File: src/rtl/photon_pkg.sv
`default_nettype none

package photon_pkg;

	////////////////////////////////////////////////////////////////////
	// Widths
	////////////////////////////////////////////////////////////////////

	// Photons per sync period
	localparam int unsigned COUNT_W  = 16;
	// 1,600,000 clocks per 50 Hz period at 80 MHz fits in 24 bits
	localparam int unsigned PERIOD_W = 24;

	typedef logic [COUNT_W-1:0]  photon_count_t;
	typedef logic [PERIOD_W-1:0] period_len_t;

	// Saturation limits
	localparam photon_count_t COUNT_MAX  = '1;
	localparam period_len_t   PERIOD_MAX = '1;

	////////////////////////////////////////////////////////////////////
	// Encodings
	////////////////////////////////////////////////////////////////////

	// Generator photon rate, code 3 acts as off
	typedef enum logic [1:0] {
		TEST_OFF  = 2'd0,
		TEST_FAST = 2'd1,
		TEST_SLOW = 2'd2
	} test_rate_e;

	// Gate FSM
	typedef enum logic {
		GATE_WAIT  = 1'b0,
		GATE_COUNT = 1'b1
	} gate_state_e;

endpackage

`default_nettype wire
File: src/rtl/count_if.sv
`timescale 1ns/1ns
`default_nettype none

interface count_if;
	import photon_pkg::*;

	// One-cycle end of period marker
	logic          done;
	// Payload, meaningful only with done
	photon_count_t photons;
	logic          overflow;
	period_len_t   period_len;

	// Counter side
	modport src (
		output done,
		output photons,
		output overflow,
		output period_len
	);

	// Output stage side
	modport dst (
		input done,
		input photons,
		input overflow,
		input period_len
	);

endinterface

`default_nettype wire

File: src/rtl/photon_counter_top.sv
`timescale 1ns/1ns
`default_nettype none

module photon_counter_top #(
	parameter int unsigned PHOTON_DIV_FAST = 80,
	parameter int unsigned PHOTON_DIV_SLOW = 800,
	parameter int unsigned SYNC_DIV        = 800_000
) (
	input  wire logic                   clk,
	input  wire logic                   rst_n,
	input  wire logic                   test_en,
	input  wire photon_pkg::test_rate_e rate_sel,
	input  wire logic                   photon_in,
	input  wire logic                   sync_in,
	output photon_pkg::photon_count_t   count,
	output photon_pkg::period_len_t     period,
	output logic                        overflow,
	output logic                        count_valid,
	output logic                        photon_test,
	output logic                        sync_test
);

	logic photon_rise;
	logic sync_rise;

	// Finished period, counter to output stage
	count_if res_if ();

	// Generator outputs also go to pins as scope monitor points
	test_signal_gen #(
		.PHOTON_DIV_FAST (PHOTON_DIV_FAST),
		.PHOTON_DIV_SLOW (PHOTON_DIV_SLOW),
		.SYNC_DIV        (SYNC_DIV)
	) u_gen (
		.clk         (clk),
		.rst_n       (rst_n),
		.rate_sel    (rate_sel),
		.photon_test (photon_test),
		.sync_test   (sync_test)
	);

	// Input side
	pulse_sync_detect u_detect (
		.clk         (clk),
		.rst_n       (rst_n),
		.test_en     (test_en),
		.photon_ext  (photon_in),
		.sync_ext    (sync_in),
		.photon_test (photon_test),
		.sync_test   (sync_test),
		.photon_rise (photon_rise),
		.sync_rise   (sync_rise)
	);

	photon_gate_counter u_counter (
		.clk         (clk),
		.rst_n       (rst_n),
		.photon_rise (photon_rise),
		.sync_rise   (sync_rise),
		.res         (res_if.src)
	);

	// Output side
	count_result_out u_out (
		.clk         (clk),
		.rst_n       (rst_n),
		.res         (res_if.dst),
		.count       (count),
		.period      (period),
		.overflow    (overflow),
		.count_valid (count_valid)
	);

endmodule

`default_nettype wire

File: src/rtl/count_result_out.sv
`timescale 1ns/1ns
`default_nettype none

module count_result_out (
	input  wire logic                   clk,
	input  wire logic                   rst_n,
	count_if.dst                        res,
	output photon_pkg::photon_count_t   count,
	output photon_pkg::period_len_t     period,
	output logic                        overflow,
	output logic                        count_valid
);

	// Valid strobe, one clock after done
	always_ff @(posedge clk or negedge rst_n) begin
		if (!rst_n) begin
			count_valid <= 1'b0;
		end else begin
			count_valid <= res.done;
		end
	end

	// Held result, stable until the next period closes
	always_ff @(posedge clk or negedge rst_n) begin
		if (!rst_n) begin
			count    <= '0;
			period   <= '0;
			overflow <= 1'b0;
		end else if (res.done) begin
			count    <= res.photons;
			period   <= res.period_len;
			overflow <= res.overflow;
		end
	end

endmodule

`default_nettype wire

File: src/rtl/photon_gate_counter.sv
`timescale 1ns/1ns
`default_nettype none

module photon_gate_counter (
	input  wire logic clk,
	input  wire logic rst_n,
	input  wire logic photon_rise,
	input  wire logic sync_rise,
	count_if.src      res
);
	import photon_pkg::*;

	gate_state_e   state;
	photon_count_t photons;
	photon_count_t photons_inc;
	period_len_t   timer;
	period_len_t   timer_inc;

	////////////////////////////////////////////////////////////////////
	// Saturating next values
	////////////////////////////////////////////////////////////////////

	// Count sticks at max
	assign photons_inc = (photon_rise && photons != COUNT_MAX) ?
		photons + 1'b1 : photons;
	// Timer sticks at max
	assign timer_inc = (timer != PERIOD_MAX) ? timer + 1'b1 : timer;

	////////////////////////////////////////////////////////////////////
	// Gate FSM, count and timer
	////////////////////////////////////////////////////////////////////

	always_ff @(posedge clk or negedge rst_n) begin
		if (!rst_n) begin
			state    <= GATE_WAIT;
			photons  <= '0;
			timer    <= '0;
			res.done <= 1'b0;
		end else begin
			res.done <= 1'b0;
			case (state)
				GATE_WAIT: begin
					// First sync edge opens a period
					if (sync_rise) begin
						state   <= GATE_COUNT;
						photons <= photon_count_t'(photon_rise);
						timer   <= period_len_t'(1);
					end
				end
				GATE_COUNT: begin
					if (sync_rise) begin
						// Close this period, open the next
						// Photon on the same clock goes to the new period
						res.done <= 1'b1;
						photons  <= photon_count_t'(photon_rise);
						timer    <= period_len_t'(1);
					end else begin
						photons <= photons_inc;
						timer   <= timer_inc;
					end
				end
				default: state <= GATE_WAIT;
			endcase
		end
	end

	// Result payload captured with each sync edge
	// Only looked at while done is high
	always_ff @(posedge clk) begin
		if (sync_rise) begin
			res.photons    <= photons;
			res.overflow   <= (photons == COUNT_MAX);
			res.period_len <= timer;
		end
	end

endmodule

`default_nettype wire

File: src/rtl/pulse_sync_detect.sv
`timescale 1ns/1ns
`default_nettype none

module pulse_sync_detect (
	input  wire logic clk,
	input  wire logic rst_n,
	input  wire logic test_en,
	input  wire logic photon_ext,
	input  wire logic sync_ext,
	input  wire logic photon_test,
	input  wire logic sync_test,
	output logic      photon_rise,
	output logic      sync_rise
);

	// Bit 0 photon, bit 1 sync
	logic [1:0] src_sel;
	logic [1:0] meta_q;
	logic [1:0] sync_q;
	logic [1:0] hist_q;
	logic [1:0] rise_q;

	// Source select, external pins or built-in generator
	assign src_sel = test_en ? {sync_test, photon_test} : {sync_ext, photon_ext};

	// Two-flop synchronizer then history flop
	// Both lanes share the same stages so latency matches
	always_ff @(posedge clk or negedge rst_n) begin
		if (!rst_n) begin
			meta_q <= '0;
			sync_q <= '0;
			hist_q <= '0;
			rise_q <= '0;
		end else begin
			meta_q <= src_sel;
			sync_q <= meta_q;
			hist_q <= sync_q;
			// Registered edge pulse, one clock wide
			rise_q <= sync_q & ~hist_q;
		end
	end

	assign photon_rise = rise_q[0];
	assign sync_rise   = rise_q[1];

endmodule

`default_nettype wire

File: src/rtl/test_signal_gen.sv
`timescale 1ns/1ns
`default_nettype none

module test_signal_gen #(
	parameter int unsigned PHOTON_DIV_FAST = 80,
	parameter int unsigned PHOTON_DIV_SLOW = 800,
	parameter int unsigned SYNC_DIV        = 800_000
) (
	input  wire logic                   clk,
	input  wire logic                   rst_n,
	input  wire photon_pkg::test_rate_e rate_sel,
	output logic                        photon_test,
	output logic                        sync_test
);
	import photon_pkg::*;

	// Counter widths sized from the larger divisor
	localparam int unsigned PH_MAX = (PHOTON_DIV_FAST > PHOTON_DIV_SLOW) ?
		PHOTON_DIV_FAST : PHOTON_DIV_SLOW;
	localparam int unsigned PH_W   = $clog2(PH_MAX + 1);
	localparam int unsigned SYNC_W = $clog2(SYNC_DIV + 1);

	// Terminal counts, one less than the half-period
	localparam logic [PH_W-1:0]   FAST_LAST = PH_W'(PHOTON_DIV_FAST - 1);
	localparam logic [PH_W-1:0]   SLOW_LAST = PH_W'(PHOTON_DIV_SLOW - 1);
	localparam logic [SYNC_W-1:0] SYNC_LAST = SYNC_W'(SYNC_DIV - 1);

	logic [PH_W-1:0]   ph_cnt;
	logic [PH_W-1:0]   ph_last;
	logic              ph_on;
	test_rate_e        rate_q;
	logic [SYNC_W-1:0] sync_cnt;

	////////////////////////////////////////////////////////////////////
	// Photon pulse train
	////////////////////////////////////////////////////////////////////

	// Rate opcode picks the terminal count
	always_comb begin
		ph_on   = 1'b1;
		ph_last = FAST_LAST;
		case (rate_sel)
			TEST_FAST: ph_last = FAST_LAST;
			TEST_SLOW: ph_last = SLOW_LAST;
			default:   ph_on   = 1'b0;
		endcase
	end

	always_ff @(posedge clk or negedge rst_n) begin
		if (!rst_n) begin
			rate_q      <= TEST_OFF;
			ph_cnt      <= '0;
			photon_test <= 1'b0;
		end else begin
			rate_q <= rate_sel;
			if (!ph_on) begin
				// Off: output parked low
				ph_cnt      <= '0;
				photon_test <= 1'b0;
			end else if (rate_sel != rate_q) begin
				// New rate restarts the divider
				ph_cnt <= '0;
			end else if (ph_cnt == ph_last) begin
				ph_cnt      <= '0;
				photon_test <= ~photon_test;
			end else begin
				ph_cnt <= ph_cnt + 1'b1;
			end
		end
	end

	////////////////////////////////////////////////////////////////////
	// Mains sync square wave
	////////////////////////////////////////////////////////////////////

	always_ff @(posedge clk or negedge rst_n) begin
		if (!rst_n) begin
			sync_cnt  <= '0;
			sync_test <= 1'b0;
		end else if (sync_cnt >= SYNC_LAST) begin
			sync_cnt  <= '0;
			sync_test <= ~sync_test;
		end else begin
			sync_cnt <= sync_cnt + 1'b1;
		end
	end

endmodule

`default_nettype wire

File: config.mk
export PLATFORM = sky130hd
export DESIGN_NAME = photon_counter_top
export DESIGN_NICKNAME = d
export VERILOG_FILES = /design/src/rtl/photon_pkg.sv /design/src/rtl/count_if.sv /design/src/rtl/photon_counter_top.sv /design/src/rtl/count_result_out.sv /design/src/rtl/photon_gate_counter.sv /design/src/rtl/pulse_sync_detect.sv /design/src/rtl/test_signal_gen.sv
export SDC_FILE = /design/constraint.sdc
export NUM_CORES = 1
export LEC_CHECK = 0
export BUFFER_PORTS_ARGS = -buffer_cell sky130_fd_sc_hd__buf_2
export CAP_MARGIN = 20
export CORE_ASPECT_RATIO = 1.75
export CORE_MARGIN = 5
export CORE_UTILIZATION = 49
export CTS_CLUSTER_SIZE = 8
export DETAILED_ROUTE_END_ITERATION = 8
export PLACE_DENSITY = 0.65
export SLEW_MARGIN = 20
export SYNTH_ARGS = -nofsm -noshare
export SYNTH_HDL_FRONTEND = slang
export SYNTH_SLANG_ARGS = --single-unit
File: constraint.sdc
create_clock -name clk -period 3.2 [get_ports clk]
set_input_delay 0 -clock clk [delete_from_list [all_inputs] [get_ports clk]]
set_output_delay 0 -clock clk [all_outputs]
set_load 0.005 [all_outputs]
==> results of run 1 <==
sequential cells by signal (all words and copies together) (netlist names), 2 cells and up:
name and flops:
u_counter.photons 16, u_counter.res.period_len 24, u_counter.res.photons 16, u_counter.timer 24, u_detect.hist_q 2, u_detect.meta_q 2, u_detect.rise_q 2, u_detect.sync_q 2
u_gen.ph_cnt 10, u_gen.rate_q 2, u_gen.sync_cnt 20, u_out.count 16, u_out.period 24
kinds of logic (layout without fill, tap and decap cells):
logic type	count (synthesis)	in the layout	synth area share
buffers and inverters	30	108	0.0165
XOR/XNOR	47	47	0.0589
AND/OR/NAND/NOR	224	224	0.169
adder cells (fa/ha/maj)	5	5	0.00895
AO/OA/AOI/OAI	41	41	0.0364
flip-flops	167	167	0.628
multiplexers	51	51	0.0826
how the worst max path moves through the flow:
stage | cells after the start | from | slack, ps | end
5_1_grt | 5 | u_counter.timer[9] | 860 | u_counter.timer[9]
3_5_place_dp | 6 | u_counter.timer[0] | 1040 | u_counter.timer[18]
3_3_place_gp | 6 | u_counter.timer[0] | 1120 | u_counter.timer[18]
6_report | 6 | u_counter.timer[0] | 1020 | u_counter.timer[18]
2_1_floorplan | 5 | u_detect.rise_q[1] | 670 | u_counter.timer[14]
4_1_cts | 6 | u_counter.timer[0] | 1030 | u_counter.timer[18]
layer usage:
layer	up-vias	track usage	share of wire
met5	-	0	0
met4	0	0.0657	0.023
met3	26	0.0389	0.041
met2	99	0.303	0.55
met1	2307	0.198	0.38
li1	2146	-	-
layout by cell type, fill, tap and decap left out, types with 6 or more instances in the layout:
cell,synthesis,routed
a21oi_1,17,17
nor3_1,11,11
xor2_1,22,22
o21ai_0,7,7
clkbuf_16,0,17
inv_1,13,13
mux2_2,49,49
o31ai_1,6,6
nor2_1,70,70
dlygate4sd3_1,0,7
and3_1,6,6
nor4_1,10,10
xnor2_1,25,25
nand3_1,35,35
nand4_1,19,19
buf_4,0,6
nor2b_1,10,10
dfrtp_1,126,125
nand2_1,30,30
edfxtp_1,41,41
buf_2,2,49
per-stage QoR:
step	utilization	hold WS [ps]	cells
6_report	0.577	231	820
5_1_grt	0.577	277	820
4_1_cts	0.577	253	820
3_5_place_dp	0.533	151	781
3_3_place_gp	0.533	146	781
2_1_floorplan	-	-296	565
area by class of cell:
class                      instances  area [um^2]  area share
clock buffer                      19          443      0.0549
clock inverter                    13          100      0.0124
inverter                          13         48.8     0.00605
multi-input combinational        368         2490       0.308
sequential                       167         4390       0.544
tap                              177          221      0.0275
timing repair buffer              63          380      0.0472
power by group through the flow:
| stage | clock network (W) | registers [W] | logic, W |
|---|---|---|---|
| global placement | 0 | 0.00251 | 0.000371 |
| detailed placement | 0 | 0.00252 | 0.000382 |
| floorplan | 0 | 0.00250 | 0.000189 |
| finish | 0.00186 | 0.00248 | 0.000376 |
| CTS | 0.00191 | 0.00248 | 0.000390 |
| global route | 0.00200 | 0.00250 | 0.000430 |
what timing repair did:
| item | CTS | global route |
|---|---|---|
| hold buffers | 7 | 0 |
| endpoints found under the hold margin | 69 | 0 |
| setup buffers | 0 | 0 |
==> impl_metrics.py, run 1 <==
metrics = {
    "run_status": {
        "outcome": "finished clean",
    },
    "grt": {
        "overflow": 0,
        "grt_pass1_vias": 4755,
        "grt_start_max_net_pins": 67,
        "antenna_found_initial": 0,
        "grt_first_pass_wirelength_um": 23300,
        "grt_usage": 0.171,
    },
    "flow_run": {
        "cap_violations": 0,
    },
    "setup_path": {
        "reg2reg_from": "u_counter.timer[0]",
        "critical_path_peak_fanout": 8,
        "rrSetupSlack_ps": 1020,
        "endpoint_kind": "register",
        "slowest_delay_ps": 580,
        "crit_buf_inv": 0,
        "worstReg2RegEnd": "u_counter.timer[18]",
        "reg2reg_depth": 6,
        "arrival_ps": 2480,
        "crit_chain": "ha_1, nand4_1, or4_4, nor2_4, nand3_2, mux2_4",
        "crit_required_ps": 3490,
        "crit_type": "reg -> reg",
        "slowest_stage": "or4_4",
        "critPathLaunchType": "register",
        "critPathTopFamily": "simple AND/OR/NAND/NOR gates",
    },
    "power_and_ir_drop": {
        "power_w": 0.00472,
        "combPwrFrac": 0.080,
        "power-per-cell-area_mw_per_mm2": 585,
        "pwr-share-seq": 0.526,
        "power_leakage_nw": 3.23,
        "p_sw_frac": 0.243,
        "power_switching_w": 0.00115,
        "ir_drop_mv": 0.344,
        "p_int_w": 0.00357,
        "p_clk_frac": 0.395,
    },
    "drt": {
        "ant_nets": 0,
        "wl_per_cell_um": 16.3,
        "vias": 4578,
        "drtPass1Iterations": 4,
        "via_per_inst": 5.58,
        "wirelength_um": 13400,
        "drt_iter0_drc": 207,
        "drc": 0,
    },
    "clocking": {
        "clk_path_buf_depth": 2,
        "clk_pin_slew_ps": 70,
        "clkSinkCount": 167,
        "root_buffer": "clkbuf_16",
        "numCtsBuffers": 17,
        "cts_resized": 0,
        "cts_tree": "built",
        "h-tree-depth": 4,
        "clk_latency_ps": 420,
    },
    "placed_design": {
        "portBuffers": 50,
        "pre_cts_slack_ps": 1040,
        "place_congestion": 0.812,
        "hpwl_um": 9220,
        "place_area_mm2": 0.00745,
    },
    "synth": {
        "syn_inst": 565,
        "synth_most_common_cell": "dfrtp_1",
        "syn_area_mm2": 0.00699,
        "synth_edf_count": 41,
        "ys_ff_latch": 167,
        "ys_top_cells_by_area": "dfrtp_1 (45%), edfxtp_1 (18%), mux2_2 (7.9%)",
        "yosys-top-cells-count": "dfrtp_1 (126), nor2_1 (70), mux2_2 (49)",
        "ys_warn_count": 0,
        "yosysTopAreaCell": "dfrtp_1",
        "syn-num-nets": 577,
        "synth.distinct_cells": 48,
        "synthArstFlopShare": 0.754,
        "synth.top_cell.area_share": 0.451,
        "syn_area_per_cell_um2": 12.4,
        "yosysSeqAreaShare": 0.628,
        "synth_flop_cell": "dfrtp_1",
    },
    "timing": {
        "final-hold-violation-count": 0,
        "slew_violations": 0,
        "min_period_over_period": 0.682,
        "rsz0062_at_grt": "false",
        "setup_slack_ps": 1020,
        "min_period_ps": 2180,
        "slew_headroom": 0.434,
        "setup_viol": 0,
        "fmax_ghz": 0.458,
        "worstMarginPinSlew_ps": 849,
        "fin_worst_skew_ps": 8.55,
        "finalSetupTns_ps": 0,
    },
    "floorplan": {
        "fp.dieArea_mm2": 0.0168,
        "core_mm2": 0.0140,
        "die_x_um": 100,
        "ios": 51,
        "rows": 57,
        "start_util": 0.500,
        "die_h_um": 168,
    },
    "final_layout": {
        "syn_to_final_growth_pct": 15.5,
        "fin_area_mm2": 0.00807,
        "n_antenna_cell": 0,
        "drive_gt1_frac": 0.230,
        "nNetsFinal": 642,
        "nFillCells": 1241,
    },
    "worst_hold_path": {
        "min_path_type": "in -> async",
    },
}
(Power assumes the default switching activity.)
==> inputs of run 2 (changes only) <==
--- a/config.mk
+++ b/config.mk
@@ -12,7 +12,7 @@
 export CORE_UTILIZATION = 49
 export CTS_CLUSTER_SIZE = 8
 export DETAILED_ROUTE_END_ITERATION = 8
-export PLACE_DENSITY = 0.65
+export PLACE_DENSITY = 0.68
 export SLEW_MARGIN = 20
 export SYNTH_ARGS = -nofsm -noshare
 export SYNTH_HDL_FRONTEND = slang
==> constraint.sdc (replaced) <==
create_clock -name clk -period 1.92 [get_ports clk]
set_input_delay 0 -clock clk [delete_from_list [all_inputs] [get_ports clk]]
set_output_delay 0 -clock clk [all_outputs]
set_load 0.005 [all_outputs]
==> run 2 against run 1 <==
Setup slack got worse by 960 ps. Sequential share of layout area fell by 3.3 points. Die area did not move. Non-clock buffer count rose by 52. Clock power rose by 75%. Worst hold slack got worse by 140 ps. Maximum frequency rose by 17%. Register-to-register slack got worse by 960 ps. Global-route usage fell by 0.29 points. Critical path depth rose by 1. Critical path type unchanged. Critical endpoint unchanged.
==> impl_metrics.py, run 2 (synthesis gave the netlist of run 1 again) <==
metrics = {
    "clocking": {
        "root_buffer": "clkbuf_16",
        "clk_latency_ps": 410,
        "clkSinkCount": 167,
        "numCtsBuffers": 17,
        "h-tree-depth": 4,
        "clk_pin_slew_ps": 70,
        "clk_path_buf_depth": 2,
        "cts_tree": "built",
    },
    "grt": {
        "grt_usage": 0.168,
        "grt_start_max_net_pins": 90,
        "antenna_found_initial": 0,
        "grt_first_pass_wirelength_um": 22900,
        "overflow": 0,
        "grt_pass1_vias": 4941,
    },
    "final_layout": {
        "final_common_cell": "dfrtp_1",
        "reg_top3": "u_counter.res.period_len (24), u_counter.timer (24), u_out.period (24)",
        "instances_no_fill": 872,
        "nFillCells": 1085,
        "syn_to_final_growth_pct": 23.3,
        "drive_gt1_frac": 0.312,
        "nNetsFinal": 694,
        "fin_area_mm2": 0.00861,
        "final_cell_mix": "dfrtp_1 (120), nor2_1 (69), buf_4 (52)",
        "n_antenna_cell": 0,
    },
    "setup_path": {
        "critPathLaunchType": "register",
        "rrSetupSlack_ps": 60,
        "slowest_stage": "dfrtp_4",
        "endpoint_kind": "register",
        "crit_chain": "nand3b_1, nor3_4, buf_4, buf_6, nor2_4, nand3_2, mux2_4",
        "critical_path_peak_fanout": 7,
        "arrival_ps": 2160,
        "crit_required_ps": 2220,
        "crit_type": "reg -> reg",
        "slowest_delay_ps": 490,
    },
    "drt": {
        "drt_iter0_drc": 175,
        "wirelength_um": 13500,
        "via_per_inst": 5.42,
        "drc": 0,
        "vias": 4729,
        "drtPass1Iterations": 4,
        "wl_per_cell_um": 15.4,
        "ant_nets": 0,
    },
    "power_and_ir_drop": {
        "power-per-cell-area_mw_per_mm2": 947,
        "p_clk_frac": 0.400,
        "power_switching_w": 0.00207,
        "p_sw_frac": 0.253,
        "combPwrFrac": 0.099,
        "power_leakage_nw": 3.53,
        "p_int_w": 0.00609,
        "ir_drop_mv": 0.512,
        "power_w": 0.00816,
        "pwr-share-seq": 0.501,
    },
    "timing": {
        "fmax_ghz": 0.537,
        "worstMarginPinSlew_ps": 501,
        "min_period_ps": 1860,
        "min_period_over_period": 0.971,
        "slew_headroom": 0.666,
        "finalSetupTns_ps": 0,
        "slew_violations": 0,
        "timing.hold.ws_ps": 91.8,
        "setup_viol": 0,
        "fin_worst_skew_ps": 6.21,
        "final-hold-violation-count": 0,
    },
    "placed_design": {
        "place_congestion": 0.904,
        "place_area_mm2": 0.00783,
        "dp.cells": 824,
        "hpwl_um": 9290,
        "portBuffers": 50,
    },
    "floorplan": {
        "rows": 57,
        "start_util": 0.500,
        "fp.dieArea_mm2": 0.0168,
        "core_mm2": 0.0140,
        "die_h_um": 168,
        "die_x_um": 100,
        "ios": 51,
    },
    "run_status": {
        "outcome": "finished clean",
    },
    "flow_run": {
        "cap_violations": 0,
    },
    "worst_hold_path": {
        "min_path_type": "in -> async",
    },
}
==> run 2: changes by cell type in the layout (fill, tap and decap cells not counted), sizes merged <==
cell / previous run / this run
buf: 56 / 108
clkbuf: 19 / 17
clkinvlp: 3 / 0
inv: 17 / 22
==> run 2: critical path, delay by kind of cell (launching register included) <==
kind	cells	cell delay [ps]
flops	1	490
simple gates	4	680
buf+inv	2	270
mux	1	300
==> run 2: worst paths after layout <==
check | start | to | cells past startpoint
worst max-delay path | u_detect.rise_q[1] | u_counter.timer[18] | 7
worst min register to register | u_detect.meta_q[0] | u_detect.sync_q[0] | 0
worst min-delay path | rst_n | u_out.count[6] | 2
worst max register to register | u_detect.rise_q[1] | u_counter.timer[18] | 7
max in group asynchronous | rst_n | u_counter.timer[8] | 3
min in group clk | rate_sel[0] | u_gen.rate_q[0] | 2
==> run 2: repair_timing <==
item	4_1_cts	5_1_grt
setup buffers	2	7
resized for setup	1	17
hold buffers	7	0
pin swaps	1	11
endpoints found under the setup margin	3	24
endpoints found under the hold margin	68	0
==> run 2: area by class of cell <==
class / instances / area, um^2 / share of cell area
clock buffers: 17 / 425 / 0.0494
clock inverters: 15 / 154 / 0.0179
inverters: 13 / 48.8 / 0.00567
multi-input cells: 368 / 2550 / 0.296
flip-flops and latches: 167 / 4390 / 0.510
well taps: 177 / 221 / 0.0257
repair buffers: 115 / 820 / 0.0951
==> run 2: through the flow <==
| stage | setup slack (ps) | utilization |
|---|---|---|
| after global placement | 46.4 | 0.560 |
| after CTS | 4.57 | 0.608 |
| final | 56.1 | 0.616 |
| after global routing | -6.34 | 0.616 |
| after floorplan | -31.9 | - |
| after detailed placement | -35.1 | 0.560 |
==> run 2: metal layers <==
metal,GRT usage,routed length [um]
met2,0.312,7680
met4,0.0721,365
met5,0,0
met1,0.181,5080
met3,0.0319,331
==> run 2: power groups by stage <==
stage	Sequential (W)	Clock (W)	Combinational (W)
2_1_floorplan	0.00417	0	0.000319
3_3_place_gp	0.00413	0	0.000744
3_5_place_dp	0.00415	0	0.000768
4_1_cts	0.00408	0.00334	0.000793
5_1_grt	0.00413	0.00348	0.000892
6_report	0.00409	0.00326	0.000804
